[src/logic/icache_pkg.sv]
// icache shared definitions
// address split, rv32 opcode and immediate layout, and the stored
// cache entry with its pre-decoded jump target bits
package icache_pkg;

  // --------------------
  // address widths
  // --------------------
  // word address is tag over index
  localparam int icache_tag_width_lp  = 12;
  localparam int icache_addr_width_lp = 8;
  localparam int pc_width_lp          = icache_tag_width_lp + icache_addr_width_lp;

  localparam int instr_width_lp = 32;

  // --------------------
  // rv32 immediates
  // --------------------
  localparam int bimm_width_lp     = 12;
  localparam int jimm_width_lp     = 20;
  // byte immediates carry an implicit zero lsb
  localparam int bimm_low_width_lp = bimm_width_lp + 1;
  localparam int jimm_low_width_lp = jimm_width_lp + 1;

  // byte pc bits above the pre-computed low part
  localparam int branch_high_width_lp = pc_width_lp + 2 - bimm_low_width_lp;
  localparam int jal_high_width_lp    = pc_width_lp + 2 - jimm_low_width_lp;

  localparam logic [6:0] opcode_branch_lp = 7'b1100011;
  localparam logic [6:0] opcode_jal_lp    = 7'b1101111;

  // --------------------
  // structs
  // --------------------
  typedef struct packed {
    logic [6:0] funct7;
    logic [4:0] rs2;
    logic [4:0] rs1;
    logic [2:0] funct3;
    logic [4:0] rd;
    logic [6:0] op;
  } rv32_instr_s;

  // one cache line, a single instruction word
  typedef struct packed {
    logic                           lower_sign;
    logic                           lower_cout;
    logic [icache_tag_width_lp-1:0] tag;
    rv32_instr_s                    instr;
  } icache_entry_s;

  // b-type immediate as a 13 bit byte offset
  function automatic logic [bimm_low_width_lp-1:0] bimm_extract(rv32_instr_s instr);
    return {instr.funct7[6], instr.rd[0], instr.funct7[5:0], instr.rd[4:1], 1'b0};
  endfunction

  // j-type immediate as a 21 bit byte offset
  function automatic logic [jimm_low_width_lp-1:0] jimm_extract(rv32_instr_s instr);
    return {instr.funct7[6], instr.rs1, instr.funct3, instr.rs2[0],
            instr.funct7[5:0], instr.rs2[4:1], 1'b0};
  endfunction

endpackage
[src/logic/icache_mem.sv]
// icache storage
// single-port synchronous ram, writes take the port, reads appear one
// cycle later and the read register holds between reads
`timescale 1ns/1ps

module icache_mem #(
  parameter type entry_t = logic
) (
  input                                          clk_i,
  input                                          reset_i,
  input                                          v_i,
  input                                          w_i,
  input        [icache_pkg::icache_addr_width_lp-1:0] addr_i,
  input  entry_t                                 data_i,
  output entry_t                                 data_o
);
  import icache_pkg::*;

  entry_t mem_r [0:(1 << icache_addr_width_lp)-1];
  entry_t data_r;

  always_ff @(posedge clk_i) begin
    if (v_i && w_i) begin
      mem_r[addr_i] <= data_i;
    end
  end

  // read register, only a real read moves it
  always_ff @(posedge clk_i) begin
    if (reset_i) begin
      data_r <= '0;
    end else if (v_i && !w_i) begin
      data_r <= mem_r[addr_i];
    end
  end

  assign data_o = data_r;

  addr_known_a: assert property (
    @(posedge clk_i) disable iff (reset_i) v_i |-> !$isunknown(addr_i)
  ) else $error("icache_mem: unknown address with v_i set");

endmodule

[config.mk]
export PLATFORM = sky130hd
export DESIGN_NAME = icache_mem
export DESIGN_NICKNAME = d
export VERILOG_FILES = /design/src/logic/icache_pkg.sv /design/src/logic/icache_mem.sv
export SDC_FILE = /design/constraint.sdc
export NUM_CORES = 1
export LEC_CHECK = 0
export ABC_AREA = 1
export BUFFER_PORTS_ARGS = -buffer_cell sky130_fd_sc_hd__buf_2
export CELL_PAD_IN_SITES_DETAIL_PLACEMENT = 0
export CELL_PAD_IN_SITES_GLOBAL_PLACEMENT = 2
export CORE_MARGIN = 1.5
export CORE_UTILIZATION = 40
export DETAILED_ROUTE_END_ITERATION = 7
export GPL_ROUTABILITY_DRIVEN = 1
export PLACE_DENSITY = 0.8
export REMOVE_ABC_BUFFERS = 1
export SYNTH_ARGS = -nofsm -noshare
export SYNTH_HDL_FRONTEND = slang
export SYNTH_SLANG_ARGS = --single-unit
[constraint.sdc]
create_clock -name clk_i -period 2 [get_ports clk_i]
set_input_delay 0.1 -clock clk_i [delete_from_list [all_inputs] [get_ports clk_i]]
set_output_delay 0.1 -clock clk_i [all_outputs]
set_load 0.03 [all_outputs]
==> results.txt <==
Vias after detailed routing = 8882
Number of buffers created by CTS = 29
Die Ht = 175.4 um
Root buffer cell = sky130_fd_sc_hd__clkbuf_16
Io pins = 14
Critical path peak fanout = 1
Number of rows created at floorplan = 62
Core footprint = 29010 um^2
Most frequent cells in the layout = 528 x sky130_fd_sc_hd__nand2_1, 319 x sky130_fd_sc_hd__nor2_1, 256 x sky130_fd_sc_hd__edfxtp_1, 65 x sky130_fd_sc_hd__buf_4, 64 x sky130_fd_sc_hd__nand3_1
Final setup TNS = 0 ps
Register-to-Register Setup Slack = 280 ps
Area grow syn2layout = 16.32%
Count of unresolved DRC violations after routing = 0
First DRT Iteration DRCs = 846
Hold buffer count at CTS = 4
Number of synthesized register bits = 257
Maximum level of the CTS H-tree = 1
Number of cells after detailed placement = 1713
Launch instance of the worst register-to-register path = mem_r[227]
Summed instance area of the synthesized netlist = 11890 um^2
Post-CTS clock slew at the launch and capture registers of the worst setup and hold paths = 60 ps
Sum of net half-perimeters after detailed placement = 21320 um
Unrepaired setup endpoints after global routing = no
Avg Cell Area, Syn = 9.053 um^2
Critical path, cell by cell = nand2_1 -> nand2_1 -> nand2_1 -> nand2_1 -> nand2_1 -> nand2_1 -> nor2_1 -> nor2_1 -> nor2_1 -> nand2_1 -> nand2_1 -> nand3_1 -> nor2_1 -> nor2_1
Minimum period implied by the final worst setup slack = 1720 ps
Worst-margin pin slew = 654.8 ps
PD cells = 843.4 nW/um^2
Global placer's final weighted congestion = 0.8166
IO Port Bufs = 13
Sinks on Clock Net = 257
Crit start category = flip-flop
R2R depth = 14
Most prevalent standard cell on the critical path = sky130_fd_sc_hd__nand2_1
Final number of max-transition violations = 0
Chip width = 175.4 um
Residual antenna-violating net count after detailed routing = 0
# diodes = 0
Critical-path top delay cell = sky130_fd_sc_hd__edfxtp_1
WP data required = 2440 ps
Setup violations, final = 0
Post-detailed-route wirelength per cell = 19.21 um
Fraction of the yosys area taken by sequential cells = 64.84%
Min-Delay Path Class = primary input to flip-flop
Number of post-CTS setup repair buffers = 0
Peak supply drop = 0.6966 mV
Largest net degree at the start of global routing = 74
Number of warnings reported in the yosys synthesis log = 0
Timing endpoint of the critical path = data_o
Worst Setup End Kind = flip-flop
Final net count = 1377
Post-Synthesis Cells = 1313
Worst max-slew margin expressed relative to the limit = 56.24%
Number of global-route vias before repair = 8633
Setup Crit Path Kind = flip-flop to flip-flop
Worst Clk Skew = 6.911 ps
Top delay family on crit path = simple AND/OR/NAND/NOR gates
Number of detailed-route iterations in the first pass = 6
Non-filler instance count after layout = 1769
Total track usage = 22.88%
Routed wire length = 33990 um
Remaining Overflow, GRT = 0
Worst stage delay on the critical path = 360 ps
Source-to-sink clock delay at the later pin of the worst-skew pair = 550 ps
Share of post-route cells with drive strength above 1 = 10.32%
Max-Cap Viols = 0
Antenna violations before repair = 0
Final worst path period share = 86.02%
Die area = 30760 um^2
First-pass GRT wire length = 52790 um
Worst Slack Setup Final = 279.6 ps
Starting utilization of the core area = 40.97%
Run status = finished clean
Data arrival time at the worst-slack endpoint = 2160 ps
Commonest non-fill, non-tap cell in the layout = sky130_fd_sc_hd__nand2_1
Endpoints failing hold = 0
Leakage component of the power = 5.164 nW
Post-DR vias/cell = 5.021
Worst slack after detailed placement = 31.79 ps
First element of the critical path = mem_r[227]
Cell depth of the worst setup path = 14
Post-layout total power = 11.66 mW
TritonCTS clock tree = done
Clock tree buffer depth = 3
Worst R2R End = data_o
Library cells used by synthesis = 17
Origin of the worst min-delay path = data_i
Max Freq = 581.3 MHz
Resize count post-CTS = 0
CP bufs+invs = 0
Fill cell instance count of the final layout = 2861
==> kinds of logic after synthesis <==
kind of cell    count (synthesis)  share of synthesized area [%]
compound gates                  1                        0.06318
buf+inv                       115                          4.168
flops                         257                          64.84
simple gates                  940                          30.93
==> area by class of cell <==
type | instances | area [um^2] | area share [%]
multi-input cells | 941 | 3686 | 26.66
flip-flops and latches | 257 | 7707 | 55.75
well taps | 384 | 480.5 | 3.475
clock buffers | 35 | 748.2 | 5.412
clock inverters | 17 | 113.9 | 0.8235
inverters | 36 | 135.1 | 0.9774
repair buffers | 99 | 954.7 | 6.905
==> where the power goes <==
part           switching [mW]  internal [mW]
Sequential            0.00186           5.93
Combinational           0.590          0.247
Clock                    2.12           2.78
==> cell usage after synthesis (all sizes together) <==
| master | number | area, um^2 |
|---|---|---|
| edfxtp | 256 | 7687 |
| clkbuf | 31 | 116.4 |
| clkinv | 1 | 3.750 |
| nand2 | 528 | 1982 |
| buf | 48 | 244.0 |
| inv | 35 | 131.4 |
| o21bai | 1 | 7.510 |
| nor3 | 2 | 10.01 |
| nor2 | 323 | 1220 |
| nand4 | 23 | 143.9 |
| dfxtp | 1 | 20.02 |
| nand3 | 64 | 320.3 |
==> stage by stage <==
step / hold WS, ps / utilization [%] / cell area [um^2]
5_1_grt: 57.29 / 47.65 / 13830
2_1_floorplan: 198.9 / - / 11530
3_5_place_dp: 372.9 / 44.54 / 12920
3_3_place_gp: 366.5 / 44.54 / 12920
4_1_cts: 39.84 / 47.65 / 13830
6_report: 48.74 / 47.65 / 13830
==> worst min path at each step <==
stage / end / slack (ps) / cells after the start
after floorplan: mem_r[0] / 200 / 0
after global placement: data_o / 370 / 3
after detailed placement: data_o / 370 / 3
after CTS: mem_r[100] / 40 / 1
after global routing: mem_r[79] / 60 / 1
final: mem_r[79] / 50 / 1
==> sequential cells by signal, indices dropped and copies added, names as in the netlist <==
name	count
data_o	1
mem_r	256
==> worst register-to-register path: stages, from the launching register on <==
cell,delay [ps]
sky130_fd_sc_hd__edfxtp_1,360
sky130_fd_sc_hd__nand2_1,70
sky130_fd_sc_hd__nand2_1,50
sky130_fd_sc_hd__nand2_1,50
sky130_fd_sc_hd__nand2_1,70
sky130_fd_sc_hd__nand2_1,70
sky130_fd_sc_hd__nand2_1,50
sky130_fd_sc_hd__nor2_1,230
sky130_fd_sc_hd__nor2_1,70
sky130_fd_sc_hd__nor2_1,160
sky130_fd_sc_hd__nand2_1,80
sky130_fd_sc_hd__nand2_1,60
sky130_fd_sc_hd__nand3_1,120
sky130_fd_sc_hd__nor2_1,120
sky130_fd_sc_hd__nor2_1,40
==> layer usage <==
metal	up-vias	part of all wire [%]	GRT usage (%)
li1	4334	-	-
met2	159	48	38.48
met1	4339	46	32.11
met5	-	0	0
met4	0	2.1	5.021
met3	50	3.7	2.403
(Power assumes the default switching activity.)
