$ cat config.mk
export PLATFORM = sky130hd
export DESIGN_NAME = icache_target
export DESIGN_NICKNAME = d
export VERILOG_FILES = /design/src/logic/icache_pkg.sv /design/src/logic/icache_target.sv
export SDC_FILE = /design/constraint.sdc
export NUM_CORES = 1
export LEC_CHECK = 0
export BUFFER_PORTS_ARGS = -buffer_cell sky130_fd_sc_hd__buf_2
export CAP_MARGIN = 20
export CORE_MARGIN = 2
export CORE_UTILIZATION = 35
export DETAILED_ROUTE_END_ITERATION = 7
export PLACE_DENSITY = 0.82
export SETUP_SLACK_MARGIN = 0.02
export SLEW_MARGIN = 10
export SYNTH_ARGS = -nofsm -noshare
export SYNTH_HDL_FRONTEND = slang
export SYNTH_SLANG_ARGS = --single-unit
export TNS_END_PERCENT = 50
$ cat constraint.sdc
create_clock -name vclk -period 3.6
set_input_delay 0.36 -clock vclk [all_inputs]
set_output_delay 0.36 -clock vclk [all_outputs]
set_load 0.02 [all_outputs]
$ cat src/logic/icache_pkg.sv
// icache shared definitions
// address split, rv32 opcode and immediate layout, and the stored
// cache entry with its pre-decoded jump target bits
package icache_pkg;

  // --------------------
  // address widths
  // --------------------
  // word address is tag over index
  localparam int icache_tag_width_lp  = 12;
  localparam int icache_addr_width_lp = 8;
  localparam int pc_width_lp          = icache_tag_width_lp + icache_addr_width_lp;

  localparam int instr_width_lp = 32;

  // --------------------
  // rv32 immediates
  // --------------------
  localparam int bimm_width_lp     = 12;
  localparam int jimm_width_lp     = 20;
  // byte immediates carry an implicit zero lsb
  localparam int bimm_low_width_lp = bimm_width_lp + 1;
  localparam int jimm_low_width_lp = jimm_width_lp + 1;

  // byte pc bits above the pre-computed low part
  localparam int branch_high_width_lp = pc_width_lp + 2 - bimm_low_width_lp;
  localparam int jal_high_width_lp    = pc_width_lp + 2 - jimm_low_width_lp;

  localparam logic [6:0] opcode_branch_lp = 7'b1100011;
  localparam logic [6:0] opcode_jal_lp    = 7'b1101111;

  // --------------------
  // structs
  // --------------------
  typedef struct packed {
    logic [6:0] funct7;
    logic [4:0] rs2;
    logic [4:0] rs1;
    logic [2:0] funct3;
    logic [4:0] rd;
    logic [6:0] op;
  } rv32_instr_s;

  // one cache line, a single instruction word
  typedef struct packed {
    logic                           lower_sign;
    logic                           lower_cout;
    logic [icache_tag_width_lp-1:0] tag;
    rv32_instr_s                    instr;
  } icache_entry_s;

  // b-type immediate as a 13 bit byte offset
  function automatic logic [bimm_low_width_lp-1:0] bimm_extract(rv32_instr_s instr);
    return {instr.funct7[6], instr.rd[0], instr.funct7[5:0], instr.rd[4:1], 1'b0};
  endfunction

  // j-type immediate as a 21 bit byte offset
  function automatic logic [jimm_low_width_lp-1:0] jimm_extract(rv32_instr_s instr);
    return {instr.funct7[6], instr.rs1, instr.funct3, instr.rs2[0],
            instr.funct7[5:0], instr.rs2[4:1], 1'b0};
  endfunction

endpackage
$ cat src/logic/icache_target.sv
// icache jump target assembly
// picks the high part of the fetch pc, as is or one up or one down, and
// joins it with the low target stored at write time
`timescale 1ns/1ps

module icache_target (
  input        [icache_pkg::pc_width_lp-1:0] pc_r_i,
  input  icache_pkg::icache_entry_s         entry_i,
  output logic [icache_pkg::pc_width_lp-1:0] jump_addr_o
);
  import icache_pkg::*;

  typedef enum logic [1:0] {
    sel_same,
    sel_plus1,
    sel_minus1
  } target_sel_e;

  logic [pc_width_lp+1:0]          pc_byte;
  logic                            take_plus1;
  logic                            take_minus1;
  target_sel_e                     high_sel;

  logic [branch_high_width_lp-1:0] branch_high;
  logic [branch_high_width_lp-1:0] branch_high_out;
  logic [jal_high_width_lp-1:0]    jal_high;
  logic [jal_high_width_lp-1:0]    jal_high_out;
  logic [pc_width_lp+1:0]          branch_byte;
  logic [pc_width_lp+1:0]          jal_byte;
  logic                            is_jal;

  assign pc_byte     = {pc_r_i, 2'b00};
  assign branch_high = pc_byte[pc_width_lp+1:bimm_low_width_lp];
  assign jal_high    = pc_byte[pc_width_lp+1:jimm_low_width_lp];

  // sign 0 carry 1 steps up, sign 1 carry 0 steps down
  assign take_plus1  = ~entry_i.lower_sign & entry_i.lower_cout;
  assign take_minus1 = entry_i.lower_sign & ~entry_i.lower_cout;

  assign high_sel = take_plus1  ? sel_plus1
                  : take_minus1 ? sel_minus1
                  : sel_same;

  always_comb begin
    case (high_sel)
      sel_plus1: begin
        branch_high_out = branch_high + 1'b1;
        jal_high_out    = jal_high + 1'b1;
      end
      sel_minus1: begin
        branch_high_out = branch_high - 1'b1;
        jal_high_out    = jal_high - 1'b1;
      end
      default: begin
        branch_high_out = branch_high;
        jal_high_out    = jal_high;
      end
    endcase
  end

  // byte targets, the two lsbs are dropped at the output
  assign branch_byte = {branch_high_out, bimm_extract(entry_i.instr)};
  assign jal_byte    = {jal_high_out, jimm_extract(entry_i.instr)};
  assign is_jal      = (entry_i.instr.op == opcode_jal_lp);

  assign jump_addr_o = is_jal ? jal_byte[pc_width_lp+1:2] : branch_byte[pc_width_lp+1:2];

endmodule

==> metrics.txt, run 1 <==
outcome=finished, final reports clean; via-per-instance ratio=5.49; final period utilization=between 70 and 80%; syn_area_per_cell=7.29 sq um; via count of the first global-routing pass=853; Worst-Margin Slew=0.532 ns; sequential cell count=0; FMAX=0.355 GHz; antenna-violating nets left=0; most common library cell in the layout ignoring fill and taps=sky130_fd_sc_hd__buf_2; area enclosed by the die boundary=between 2000 and 3000 sq um; Worst Hold Margin=0.720 ns; share of cells above drive strength 1=41.5%; critical path data arrival time=2.46 ns; initial core utilization=36.3%; Layout clock buffers=0; Die Width=just over 50 microns; Leak=about 0.00044 uW; area of the core region=2150 sq um; Die Y-Extent=slightly above 50 microns; cell area after technology mapping=779 sq um; Worst setup SP type=input port; normalized max-slew margin=64.6%; Setup TNS=0 ns; number of warnings issued by yosys=0; final-report hold violation count=0; First DRT Iteration DRCs=20; initial antenna violation count=0; Setup CP Type=in -> out; Ant. Diodes=0; number of distinct library cell variants in the gate-level netlist after synthesis=40; # DRC=0; count of final max-slew check failures=0; CTS Hold Buffers Added=0; required time at the endpoint of the critical path=roughly 3.2 ns; RD Place Congestion=0.777; clock period minus worst slack=2.82 ns; Routed WL=2.07 mm; Row Count=17; DR WL/cell=12.2 microns; biggest fanout along the worst timing path=5; Global Route Usage Sum=between 10% and 20%; kind of capture point of the worst setup path=primary output; Boundary Pins=between 80 and 90; Mapped Nets=between 150 and 200; area taken by flip-flops and latches=0 sq um; quantity of I/O buffers inserted on ports=49; 1st-pass router iterations=4; global-route wire length before repair=3.55 mm; hold crit path type=in -> out; post-layout net count=213; CP max stage cell=sky130_fd_sc_hd__or3b_1; CP Cell Sequence=buf_2 > inv_1 > ha_1 > xor2_1 > ha_1 > or3b_1 > a2111oi_2 > nor4_2 > xnor2_1 > a21oi_1 > buf_2; sum of overflow across all layers after global routing=0; commonest non-fill, non-tap cells in the layout=sky130_fd_sc_hd__buf_2, sky130_fd_sc_hd__a21oi_1, sky130_fd_sc_hd__nor2_1; max-cap viol count=0; count of cells resized by post-cts repair=0; Cells after Synth=107; PwrDens=143 nW/um^2; Worst IR Drop VDD=62.9 uV; maximum number of pins on one net before global-route repair=24; setup repair after global routing missed its margin=false; sequential-to-total area share from yosys stat=0%; slowest cell delay on critical path=0.40 ns; final setup violation count=0; count of placed standard cells in the final layout, fillers left out=170; area growth from synthesis to layout=24.7%; post-DP HPWL=roughly 1.6 mm; buffer count from post-CTS setup fixing=0; via count=between 900 and 1k; Cell Count Post-Placement=170
==> synthesized netlist by cell type (2+ instances only) <==
master / n / area share (%)
sky130_fd_sc_hd__xnor2_1: 5 / 5.6
sky130_fd_sc_hd__clkbuf_1: 4 / 1.9
sky130_fd_sc_hd__nand2_1: 2 / 0.96
sky130_fd_sc_hd__inv_1: 5 / 2.4
sky130_fd_sc_hd__buf_6: 2 / 2.9
sky130_fd_sc_hd__buf_2: 4 / 2.6
sky130_fd_sc_hd__nor4_2: 2 / 3.2
sky130_fd_sc_hd__a21o_1: 2 / 1.9
sky130_fd_sc_hd__a21oi_1: 14 / 9.0
sky130_fd_sc_hd__nor3_1: 3 / 1.9
sky130_fd_sc_hd__nor2b_1: 2 / 1.6
sky130_fd_sc_hd__nand4_1: 4 / 3.2
sky130_fd_sc_hd__mux2_1: 5 / 7.2
sky130_fd_sc_hd__buf_4: 6 / 5.8
sky130_fd_sc_hd__nor2_1: 12 / 5.8
sky130_fd_sc_hd__xor2_1: 4 / 4.5
sky130_fd_sc_hd__ha_1: 3 / 4.8
sky130_fd_sc_hd__nand3b_1: 2 / 1.9
sky130_fd_sc_hd__nand3_1: 5 / 3.2
==> final timing paths <==
path | startpoint | to | slack, ns | cells after the start
setup / recovery | entry_i[44] | jump_addr_o[17] | 0.78 | 11
hold / removal | entry_i[27] | jump_addr_o[5] | 0.72 | 0
==> layer usage <==
metal  global-route usage [%]  vias to the layer above  part of all wire, %
li1                         -                      466                    -
met2                     29.4                       61                   45
met1                     21.8                      404                   43
met5                        0                        -                    0
met4                    0.901                        0                0.097
met3                     1.17                        2                   11
==> cell families (layout without fill, tap and decap cells) <==
group,count (synthesis),count (layout),share of synthesized area [%]
AO/OA/AOI/OAI,29,29,29.4
XOR/XNOR,9,9,10.1
adder cells (fa/ha/maj),3,3,4.82
buffers and inverters,21,56,15.6
multiplexers,7,7,9.95
AND/OR/NAND/NOR,38,38,30.2
==> worst max-delay path, delay by kind of cell <==
kind	cells	cell delay, ns
buffers and inverters	3	0.33
AO/OA/AOI/OAI	2	0.53
XOR/XNOR	2	0.30
adder cells (fa/ha/maj)	2	0.44
AND/OR/NAND/NOR	2	0.50
==> power breakdown <==
group	internal [uW]	switching, uW	leakage (uW)
combinational	58.3	80.3	0.000437
sequential	0	0	0
clock	0	0	0
total	58.3	80.3	0.000437
==> per-stage QoR <==
stage | power [uW] | setup slack (ns) | utilization (%) | area (sq um)
after floorplan | 103 | 0.551 | - | 779
after global placement | 135 | 0.803 | 45.3 | 972
after detailed placement | 138 | 0.795 | 45.3 | 972
after CTS | 139 | 0.789 | 45.3 | 972
after global routing | 151 | 0.672 | 45.3 | 972
final | 139 | 0.783 | 45.3 | 972
==> area by class of cell <==
class	count	area, sq um
multi-input combinational	86	658
timing repair buffer	51	260
fill	227	1180
tap	28	35.0
inverter	5	18.8
Note: power is estimated with default switching activity, not from simulation.
==> run 2, diff against run 1 <==
==> constraint.sdc (replaced) <==
create_clock -name vclk -period 2.82
set_input_delay 0.282 -clock vclk [all_inputs]
set_output_delay 0.282 -clock vclk [all_outputs]
set_load 0.02 [all_outputs]
==> run 2 against run 1 <==
  * Wire length grew 3.8%
  * Critical path depth stayed put
  * Non-clock buffer count increased by 1
  * Worst hold slack got worse by 0.16 ns
  * Global-route usage decreased by 0.73 points
  * Critical path type unchanged
  * Critical endpoint unchanged
  * Largest cell class unchanged
==> metrics.txt, run 2 (synthesis results as in run 1) <==
outcome=finished, final reports clean; area enclosed by the die boundary=~2600 sq um; final period utilization=92.7%; Worst-Margin Slew=0.510 ns; Boundary Pins=86; Die Y-Extent=51.2 microns; post-layout net count=~210; count of final max-slew check failures=0; Routed WL=2.15 mm; antenna-violating nets left=0; share of cells above drive strength 1=42.7%; max-cap viol count=0; setup repair after global routing missed its margin=false; Ant. Diodes=0; hold wc startpoint=entry_i[26]; # DRC=0; area growth from synthesis to layout=26.2%; PwrDens=183 nW/um^2; maximum number of pins on one net before global-route repair=16; First DRT Iteration DRCs=26; met2 usage in global routing=29.4%; 1st-pass router iterations=4; CP max stage cell=sky130_fd_sc_hd__a2111oi_2; total chip power=180 uW; global-route wire length before repair=3.34 mm; Layout clock buffers=0; global-route track usage on met3=1.17%; final-report hold violation count=0; quantity of I/O buffers inserted on ports=49; hold crit path type=in -> out; worst hold stages=0; area of the core region=2150 sq um; slowest cell delay on critical path=about 0.42 ns; Die Width=a little over 50 microns; worst min-delay path endpoint=jump_addr_o[4]; initial antenna violation count=0; RD Place Congestion=0.810; GR Layer Usage met1=20.0%; Row Count=17; kind of capture point of the worst setup path=primary output; FMAX=0.383 GHz; Global Route Usage Sum=15.5%; Worst setup SP type=input port; count of cells resized by post-cts repair=0; buffer count from post-CTS setup fixing=0; commonest non-fill, non-tap cells in the layout=sky130_fd_sc_hd__buf_2, sky130_fd_sc_hd__a21oi_1, sky130_fd_sc_hd__nor2_1; required time at the endpoint of the critical path=2.54 ns; via-per-instance ratio=around 5.5; post-DP HPWL=1.67 mm; via count of the first global-routing pass=819; area taken by flip-flops and latches=0 sq um; CTS Hold Buffers Added=0; Setup CP Type=in -> out; Worst IR Drop VDD=between 100 and 150 uV; biggest fanout along the worst timing path=2; DR WL/cell=12.5 microns; critical path data arrival time=2.33 ns; CP Cell Sequence=buf_2 > inv_1 > ha_1 > xor2_1 > ha_1 > or3b_1 > a2111oi_2 > nor4_2 > xnor2_1 > a21oi_2 > buf_2; clock period minus worst slack=2.61 ns; most common library cell in the layout ignoring fill and taps=sky130_fd_sc_hd__buf_2; Leak=0.000443 uW; final setup violation count=0; sum of overflow across all layers after global routing=0; Setup TNS=0 ns; initial core utilization=36.3%; number of filler instances in the final layout=222; gr busiest metal=met2; sequential cell count=0; via count=between 900 and 1k; normalized max-slew margin=66.0%
run 2: where the power goes:
group | total [uW] | switching, uW | internal (uW)
combinational | 180 | 104 | 76.1
sequential | 0 | 0 | 0
clock | 0 | 0 | 0
total | 180 | 104 | 76.1
run 2: per-layer routing:
| layer | part of all wire [%] | vias up | wire [microns] |
|---|---|---|---|
| li1 | - | 466 | - |
| met2 | 46 | 48 | 986 |
| met4 | 0 | 0 | 0 |
| met1 | 45 | 422 | 961 |
| met5 | 0 | - | 0 |
| met3 | 9.1 | 0 | 196 |
run 2: layout make-up:
| type | instances | area (sq um) | area share (%) |
|---|---|---|---|
| inverters | 5 | 18.8 | 1.91 |
| multi-input cells | 86 | 662 | 67.3 |
| well taps | 28 | 35.0 | 3.56 |
| repair buffers | 52 | 268 | 27.2 |
run 2: worst max-delay path, delay by kind of cell:
family	cells	cell delay (ns)
fa+ha+maj	2	0.36
xor+xnor	2	0.31
compound gates	2	0.55
buf+inv	3	0.34
simple gates	2	0.48
run 2: per-stage QoR:
step	std cells	setup WS, ns	cell area [sq um]	hold WS, ns	utilization [%]
final	171	0.207	983	0.564	45.8
after global routing	171	0.0823	983	0.564	45.8
after CTS	171	0.210	983	0.564	45.8
after detailed placement	171	0.217	983	0.564	45.8
after global placement	171	0.248	983	0.564	45.8
after floorplan	107	0.0298	783	0.677	-
run 2: worst max path at each step:
stage / endpoint / from / slack, ns / depth (start not counted)
2_1_floorplan: jump_addr_o[17] / entry_i[44] / 0.03 / 10
3_3_place_gp: jump_addr_o[17] / entry_i[44] / 0.25 / 11
3_5_place_dp: jump_addr_o[17] / entry_i[44] / 0.22 / 11
4_1_cts: jump_addr_o[17] / entry_i[44] / 0.21 / 11
5_1_grt: jump_addr_o[17] / entry_i[44] / 0.08 / 11
6_report: jump_addr_o[17] / entry_i[44] / 0.21 / 11
