<file path="src/logic/icache_pkg.sv">
// icache shared definitions
// address split, rv32 opcode and immediate layout, and the stored
// cache entry with its pre-decoded jump target bits
package icache_pkg;

  // --------------------
  // address widths
  // --------------------
  // word address is tag over index
  localparam int icache_tag_width_lp  = 12;
  localparam int icache_addr_width_lp = 8;
  localparam int pc_width_lp          = icache_tag_width_lp + icache_addr_width_lp;

  localparam int instr_width_lp = 32;

  // --------------------
  // rv32 immediates
  // --------------------
  localparam int bimm_width_lp     = 12;
  localparam int jimm_width_lp     = 20;
  // byte immediates carry an implicit zero lsb
  localparam int bimm_low_width_lp = bimm_width_lp + 1;
  localparam int jimm_low_width_lp = jimm_width_lp + 1;

  // byte pc bits above the pre-computed low part
  localparam int branch_high_width_lp = pc_width_lp + 2 - bimm_low_width_lp;
  localparam int jal_high_width_lp    = pc_width_lp + 2 - jimm_low_width_lp;

  localparam logic [6:0] opcode_branch_lp = 7'b1100011;
  localparam logic [6:0] opcode_jal_lp    = 7'b1101111;

  // --------------------
  // structs
  // --------------------
  typedef struct packed {
    logic [6:0] funct7;
    logic [4:0] rs2;
    logic [4:0] rs1;
    logic [2:0] funct3;
    logic [4:0] rd;
    logic [6:0] op;
  } rv32_instr_s;

  // one cache line, a single instruction word
  typedef struct packed {
    logic                           lower_sign;
    logic                           lower_cout;
    logic [icache_tag_width_lp-1:0] tag;
    rv32_instr_s                    instr;
  } icache_entry_s;

  // b-type immediate as a 13 bit byte offset
  function automatic logic [bimm_low_width_lp-1:0] bimm_extract(rv32_instr_s instr);
    return {instr.funct7[6], instr.rd[0], instr.funct7[5:0], instr.rd[4:1], 1'b0};
  endfunction

  // j-type immediate as a 21 bit byte offset
  function automatic logic [jimm_low_width_lp-1:0] jimm_extract(rv32_instr_s instr);
    return {instr.funct7[6], instr.rs1, instr.funct3, instr.rs2[0],
            instr.funct7[5:0], instr.rs2[4:1], 1'b0};
  endfunction

endpackage
</file>
<file path="src/logic/icache_predecode.sv">
// icache write-side pre-decoder
// adds the branch or jal immediate to the low bits of the write pc and
// stores the sum back in the immediate fields, with sign and carry kept
// alongside so the fetch side only needs an increment or decrement
`timescale 1ns/1ps

module icache_predecode (
  input        [icache_pkg::icache_addr_width_lp-1:0] w_addr_i,
  input        [icache_pkg::icache_tag_width_lp-1:0]  w_tag_i,
  input  icache_pkg::rv32_instr_s                     w_instr_i,
  output icache_pkg::icache_entry_s                   w_entry_o
);
  import icache_pkg::*;

  logic [pc_width_lp+1:0]       w_pc_byte;
  logic                         is_branch;
  logic                         is_jal;

  logic [bimm_low_width_lp-1:0] branch_imm;
  logic [bimm_low_width_lp-1:0] branch_pc_low;
  logic [bimm_low_width_lp-1:0] branch_sum;
  logic                         branch_cout;

  logic [jimm_low_width_lp-1:0] jal_imm;
  logic [jimm_low_width_lp-1:0] jal_pc_low;
  logic [jimm_low_width_lp-1:0] jal_sum;
  logic                         jal_cout;

  rv32_instr_s                  branch_instr;
  rv32_instr_s                  jal_instr;
  logic                         imm_sign;
  logic                         low_cout;

  assign is_branch = (w_instr_i.op == opcode_branch_lp);
  assign is_jal    = (w_instr_i.op == opcode_jal_lp);

  // byte address of the word being written
  assign w_pc_byte = {w_tag_i, w_addr_i, 2'b00};

  // --------------------
  // low target adders
  // --------------------
  assign branch_imm    = bimm_extract(w_instr_i);
  assign branch_pc_low = w_pc_byte[bimm_low_width_lp-1:0];
  assign {branch_cout, branch_sum} = {1'b0, branch_imm} + {1'b0, branch_pc_low};

  assign jal_imm    = jimm_extract(w_instr_i);
  assign jal_pc_low = w_pc_byte[jimm_low_width_lp-1:0];
  assign {jal_cout, jal_sum} = {1'b0, jal_imm} + {1'b0, jal_pc_low};

  // --------------------
  // inject sums, bit 0 dropped
  // --------------------
  always_comb begin
    branch_instr        = w_instr_i;
    branch_instr.funct7 = {branch_sum[12], branch_sum[10:5]};
    branch_instr.rd     = {branch_sum[4:1], branch_sum[11]};
  end

  always_comb begin
    jal_instr        = w_instr_i;
    jal_instr.funct7 = {jal_sum[20], jal_sum[10:5]};
    jal_instr.rs2    = {jal_sum[4:1], jal_sum[11]};
    jal_instr.rs1    = jal_sum[19:15];
    jal_instr.funct3 = jal_sum[14:12];
  end

  // b and j formats both keep the immediate sign in bit 31
  assign imm_sign = w_instr_i.funct7[6];
  // non-jump words take the carry from the jal path, unused later
  assign low_cout = is_branch ? branch_cout : jal_cout;

  assign w_entry_o.lower_sign = imm_sign;
  assign w_entry_o.lower_cout = low_cout;
  assign w_entry_o.tag        = w_tag_i;
  assign w_entry_o.instr      = is_branch ? branch_instr
                              : is_jal    ? jal_instr
                              : w_instr_i;

endmodule

</file>
<file path="config.mk">
export PLATFORM = sky130hd
export DESIGN_NAME = icache_predecode
export DESIGN_NICKNAME = d
export VERILOG_FILES = /design/src/logic/icache_pkg.sv /design/src/logic/icache_predecode.sv
export SDC_FILE = /design/constraint.sdc
export NUM_CORES = 1
export LEC_CHECK = 0
export BUFFER_PORTS_ARGS = -buffer_cell sky130_fd_sc_hd__buf_2
export CAP_MARGIN = 15
export CORE_UTILIZATION = 47
export DETAILED_ROUTE_END_ITERATION = 8
export PLACE_DENSITY = 0.93
export REMOVE_ABC_BUFFERS = 1
export SYNTH_ARGS = -nofsm -noshare
export SYNTH_HDL_FRONTEND = slang
export SYNTH_SLANG_ARGS = --single-unit
export TNS_END_PERCENT = 5
</file>
<file path="constraint.sdc">
create_clock -name vclk -period 3.3
set_input_delay 0.66 -clock vclk [all_inputs]
set_output_delay 0.66 -clock vclk [all_outputs]
set_load 0.03 [all_outputs]
</file>
==> results of run 1 <==
==> layout make-up <==
cell class	count	share of cell area
Timing Repair Buffer	122	0.308
Tap cell	46	0.0237
Inverter	5	0.00774
Multi-Input combinational cell	212	0.661
==> stage by stage <==
| stage | util | cells | setup TNS (ps) |
|---|---|---|---|
| after floorplan | - | 217 | -383 |
| after global placement | 0.659 | 384 | -671 |
| after global routing | 0.704 | 385 | -278 |
| after CTS | 0.693 | 385 | -4.22 |
| final | 0.704 | 385 | 0 |
| after detailed placement | 0.659 | 384 | -829 |
==> routing by layer <==
metal | wire [µm] | vias up | global-route usage | part of all wire
met5 | 0 | - | 0 | 0
met4 | 90 | 0 | 0.0262 | 0.016
met3 | 346 | 11 | 0.0146 | 0.061
met2 | 2940 | 113 | 0.509 | 0.52
met1 | 2310 | 1057 | 0.352 | 0.41
li1 | - | 1106 | - | -
==> power breakdown <==
| group | leakage (nW) | total (mW) | switching, mW | internal (mW) |
|---|---|---|---|---|
| clock network | 0 | 0 | 0 | 0 |
| registers | 0 | 0 | 0 | 0 |
| logic | 1.20 | 0.454 | 0.261 | 0.194 |
| total | 1.20 | 0.454 | 0.261 | 0.194 |
==> worst max-delay path by stage <==
stage | from | endpoint | slack [ps] | depth (start not counted)
detailed placement | w_addr_i[0] | w_entry_o[31] | -270 | 11
global placement | w_addr_i[0] | w_entry_o[31] | -250 | 11
CTS | w_addr_i[1] | w_entry_o[44] | -4 | 10
floorplan | w_addr_i[0] | w_entry_o[31] | -190 | 9
finish | w_instr_i[22] | w_entry_o[31] | 30 | 11
global route | w_instr_i[22] | w_entry_o[31] | -100 | 11
==> repair_timing <==
item,in CTS,in global routing
buffers inserted,1,0
setup endpoints to repair,8,12
gates resized for setup,25,11
pin swaps,18,4
==> critical path, delay by kind of cell <==
family | cells | cell delay [ps]
compound gates | 6 | 980
xor+xnor | 1 | 150
buf+inv | 2 | 290
fa+ha+maj | 2 | 530
==> cells in the mapped netlist (3+ instances only) <==
cell type	instances
nand2_1	30
a21oi_1	26
ha_1	24
buf_4	23
o21ai_1	14
o22ai_1	11
nor3_1	10
o21ai_0	9
nor2_1	7
a22oi_1	6
and3_1	6
clkbuf_1	6
xor2_1	6
a21o_1	5
inv_1	5
nand3_1	5
o211ai_1	4
xnor2_1	4
a211oi_1	3
mux2i_1	3
nor3b_1	3
==> kinds of logic after synthesis <==
logic type / after synthesis / share of synthesized area
compound gates: 100 / 0.392
xor+xnor: 10 / 0.0503
fa+ha+maj: 26 / 0.195
buf+inv: 37 / 0.138
mux: 4 / 0.0237
simple gates: 72 / 0.200
==> cells in the final DEF (no fill, tap or decap), drive strengths merged, types with 2 or more instances in the layout <==
cell type	count
buf	122
nand2	30
a21oi	28
o21ai	25
ha	24
o22ai	11
nor3	10
nor2	7
and3	7
a22oi	6
xor2	6
a21o	6
inv	5
nand3	5
o211ai	4
xnor2	4
a2111oi	4
mux2i	3
nor3b	3
a211oi	3
nor2b	2
nand4	2
o21a	2
and2	2
o22a	2
o31ai	2
o21bai	2
fa	2
==> summary.txt, run 1 <==
======================================================================================
Transition time of the tightest slew-check pin                                  627 ps
First-pass GRT wire length                                                     9170 µm
Share of the clock period used by the worst path                                 0.992
Final worst hold slack                                                         1320 ps
Crit. End Element                                                          output port
Peak ir drop on the vdd network                                            0.0000893 V
Diode insertion count for antenna repair                                             0
Area of combinational cells with multiple inputs                              1600 µm²
Pwr Density                                                                 187 nW/µm²
Number of max-capacitance violations reported                                        0
Setup slack of the critical path after layout                                  26.6 ps
Fill cell count                                                                    297
Core footprint                                                                3440 µm²
Finished Cell Area                                                            2420 µm²
Detail-routed net length per standard cell                                     14.8 µm
Number of unique standard cell types used by synthesis                              49
Total leakage power                                                            1.20 nW
Top cells by area, synth                                                  ha_1 17%, buf_4 9.9%, a21oi_1 7.5%
Number of DRC violations after detailed-routing iteration 0                        129
Combined global-route utilization of all metal layers                            0.274
Port bufs                                                                           92
Dominant cell type by area after synthesis                                        ha_1
Total of endpoints with negative setup slack in the final report                     0
Design Power                                                                  0.454 mW
Number of cells traversed by the worst hold path                                     0
Fraction of final layout cells with drive strength greater than 1                0.442
Final HPWL DP                                                                  4510 µm
Critical Path, Cell by Cell                                               buf_8 -> ha_4 -> fa_2 -> a211oi_2 -> o21ai_2 -> a41o_1 -> a31o_1 -> a21oi_2 -> xor2_1 -> o21ai_1 -> buf_4
Signed area change from the synthesized netlist to the final layout              39.2%
Netlist Area Pre-Place                                                        1740 µm²
Detailed Routing Iterations Pass 1                                                   5
Library cell contributing the largest single delay on the critical path           fa_2
Avg Inst Size Synth                                                           6.99 µm²
Outcome                                                                      completed
Final estimated routing congestion in global placement                           0.980
Via density per instance                                                          5.94
Seq. cell area                                                                   0 µm²
Die outline height                                                             62.9 µm
Share of Yosys cell area claimed by the top area cell type                       0.172
Startpoint-to-endpoint class of the critical path                               in2out
Number of global-route vias before repair                                         2053
Antenna violations before repair                                                     0
Relative slew margins                                                            0.582
Cells after Synth                                                                  249
Drc violations                                                                       0
Worst min-delay path category                                                   in2out
Crit path time final                                                           3270 ps
Vias after detailed routing                                                       2287
Hold-fix buffers at CTS                                                              0
Final antenna-violating net count                                                    0
Unrepaired setup endpoints after global routing                                   true
Starting utilization of the core area                                            0.506
Maximum clock frequency                                                        305 MHz
Worst Hold Endpoint                                                       w_entry_o[8]
I/O pin count                                                                       98
Total Routed Length                                                            5690 µm
DP Area                                                                       2270 µm²
Row Count                                                                           21
Clock buffer cells                                                                   0
Largest driver fanout on the critical path                                           3
Grt ovf                                                                              0
Final #Nets                                                                        419
CP startpoint kind                                                          input port
DP Worst Slack                                                                 -265 ps
Pins Over Slew Limit                                                                 0
Sequential cell count                                                                0
Part of the Yosys area used for sequential elements                                  0
Horizontal die dimension                                                       62.9 µm
Maximum number of pins on one net before global-route repair                        17
Worst endpoint data arrival time                                               2610 ps
Hold Crit Start                                                           w_instr_i[8]
Die area                                                                      3950 µm²
Endpoint required time on the critical path                                    2640 ps
Hold Violations, Final                                                               0
Number of warning messages in the yosys log                                          0
Maximum single-stage delay on the critical path                                 370 ps
======================================================================================
Note: power is estimated with default switching activity, not from simulation.
==> run 2, diff against run 1 <==
--- a/config.mk
+++ b/config.mk
@@ -7,9 +7,11 @@
 export LEC_CHECK = 0
 export BUFFER_PORTS_ARGS = -buffer_cell sky130_fd_sc_hd__buf_2
 export CAP_MARGIN = 15
-export CORE_UTILIZATION = 47
+export CELL_PAD_IN_SITES_DETAIL_PLACEMENT = 2
+export CELL_PAD_IN_SITES_GLOBAL_PLACEMENT = 2
+export CORE_UTILIZATION = 23
 export DETAILED_ROUTE_END_ITERATION = 8
-export PLACE_DENSITY = 0.93
+export PLACE_DENSITY = 0.92
 export REMOVE_ABC_BUFFERS = 1
 export SYNTH_ARGS = -nofsm -noshare
 export SYNTH_HDL_FRONTEND = slang
==> summary.txt, run 2 (synthesis gave the netlist of run 1 again) <==
======================================================================================
Clock buffer cells                                                                   0   unchanged
Final HPWL DP                                                                  6770 µm   was 4510 µm
Final estimated routing congestion in global placement                           0.908   was 0.980
Outcome                                                                   finished, violations left   was completed
Maximum number of pins on one net before global-route repair                        15   was 17
Final antenna-violating net count                                                    0   unchanged
Sequential cell count                                                                0   unchanged
Relative slew margins                                                            0.664   was 0.582
Design Power                                                                  0.518 mW   was 0.454 mW
Die area                                                                      7920 µm²   was 3950 µm²
Detailed Routing Iterations Pass 1                                                   4   was 5
Signed area change from the synthesized netlist to the final layout              52.2%   was 39.2%
Library cell contributing the largest single delay on the critical path      a2111oi_4   was fa_2
Vias after detailed routing                                                       2391   was 2287
Total of endpoints with negative setup slack in the final report                     9   was 0
Detail-routed net length per standard cell                                     18.4 µm   was 14.8 µm
Combined global-route utilization of all metal layers                            0.209   was 0.274
Setup slack of the critical path after layout                                  -125 ps   was 26.6 ps
Pins Over Slew Limit                                                                 0   unchanged
Row Count                                                                           31   was 21
Total Routed Length                                                            8280 µm   was 5690 µm
Maximum clock frequency                                                        292 MHz   was 305 MHz
Seq. cell area                                                                   0 µm²   unchanged
Core footprint                                                                7290 µm²   was 3440 µm²
Number of global-route vias before repair                                         2652   was 2053
Transition time of the tightest slew-check pin                                  502 ps   was 627 ps
Crit path time final                                                           3430 ps   was 3270 ps
Hold Violations, Final                                                               0   unchanged
Fraction of final layout cells with drive strength greater than 1                0.483   was 0.442
Top library cells by usage in the layout, fill and taps aside             78 x buf_2, 48 x buf_4, 30 x nand2_1   was 85 x buf_2, 31 x buf_4, 30 x nand2_1
Crit. End Element                                                          output port   unchanged
Fin cells                                                                          451   was 385
Endpoint required time on the critical path                                    2640 ps   about the same
Via density per instance                                                          5.30   was 5.94
Most frequent standard cell in the layout excluding fill and tap cells           buf_2   unchanged
Drc violations                                                                       0   unchanged
Largest driver fanout on the critical path                                           4   was 3
Total leakage power                                                            1.27 nW   was 1.20 nW
Worst endpoint data arrival time                                               2770 ps   was 2610 ps
Number of DRC violations after detailed-routing iteration 0                         73   was 129
Worst min-delay path category                                                   in2out   unchanged
Antenna violations before repair                                                     0   unchanged
Share of the clock period used by the worst path                                  1.04   was 0.992
Startpoint-to-endpoint class of the critical path                               in2out   unchanged
Maximum single-stage delay on the critical path                                 460 ps   was 370 ps
Starting utilization of the core area                                            0.239   was 0.506
Most common cell type on the critical path                                       buf_6
Pwr Density                                                                 195 nW/µm²   was 187 nW/µm²
First-pass GRT wire length                                                    13000 µm   was 9170 µm
DP Cell Count                                                                      447   was 384
Diode insertion count for antenna repair                                             0   unchanged
Violated checks                                                           setup timing
Number of buffers and inverters on the critical path                                 4   was 2
Port bufs                                                                           92   unchanged
Horizontal die dimension                                                       89.0 µm   was 62.9 µm
Die outline height                                                             89.0 µm   was 62.9 µm
Final TNS setup                                                                -520 ps   was 0 ps
Number of max-capacitance violations reported                                        0   unchanged
Critical Path, Cell by Cell                                               buf_8 -> buf_6 -> ha_4 -> a21o_1 -> a21oi_2 -> o21ai_2 -> a2111oi_4 -> buf_4 -> o21bai_4 -> mux2i_1 -> nand3_1 -> buf_6   was buf_8 -> ha_4 -> fa_2 -> a211oi_2 -> o21ai_2 -> a41o_1 -> a31o_1 -> a21oi_2 -> xor2_1 -> o21ai_1 -> buf_4
Grt ovf                                                                              0   unchanged
Unrepaired setup endpoints after global routing                                   true   unchanged
Dominant delay contributor by cell family on the critical path            compound AO/OA/AOI/OAI gates   unchanged
Final #Nets                                                                        432   was 419
CP startpoint kind                                                          input port   unchanged
I/O pin count                                                                       98   unchanged
Peak ir drop on the vdd network                                            0.0000556 V   was 0.0000893 V
======================================================================================
[run 2: changes by cell type in the layout (fill, tap and decap cells not counted), moves of 3 or more]
cell and delta:
buf_2 -7, a21oi_2 +3, buf_6 +4, buf_4 +17
[run 2: power breakdown]
part / switching [mW] / internal (mW)
Clock: 0 / 0
Sequential: 0 / 0
Combinational: 0.296 / 0.222
Total: 0.296 / 0.222
[run 2: area by class of cell]
class / count / area, µm²
multi-input combinational: 212 / 1650
fill: 927 / 4640
tap: 99 / 124
timing repair buffer: 135 / 856
inverter: 5 / 18.8
[run 2: path summary, 6_finish.rpt]
kind	from	endpoint	slack (ps)	cells past startpoint
max	w_addr_i[1]	w_entry_o[15]	-130	12
min	w_instr_i[8]	w_entry_o[8]	1320	0
[run 2: what timing repair did]
action,CTS,global route
hold buffers,0,0
buffers inserted,4,0
gates resized for setup,40,16
pin swaps,23,8
endpoints found under the setup margin,15,15
[run 2: layer usage]
metal  global-route usage  routed length (µm)  part of all wire  vias to the layer above
li1                     -                   -                 -                     1130
met4               0.0534                 180             0.022                        0
met1                0.242                3410              0.41                     1182
met3              0.00923                 264             0.032                       14
met2                0.416                4420              0.53                       65
met5                    0                   0                 0                        -
[run 2: per-stage QoR]
| step | setup slack [ps] | cell area [µm²] | hold slack, ps | utilization |
|---|---|---|---|---|
| 6_report | -125 | 2650 | 1320 | 0.363 |
| 5_1_grt | -210 | 2650 | 1320 | 0.363 |
| 4_1_cts | -104 | 2600 | 1320 | 0.357 |
| 3_5_place_dp | -393 | 2400 | 1320 | 0.329 |
| 3_3_place_gp | -289 | 2400 | 1320 | 0.329 |
| 2_1_floorplan | -191 | 1520 | 1320 | - |
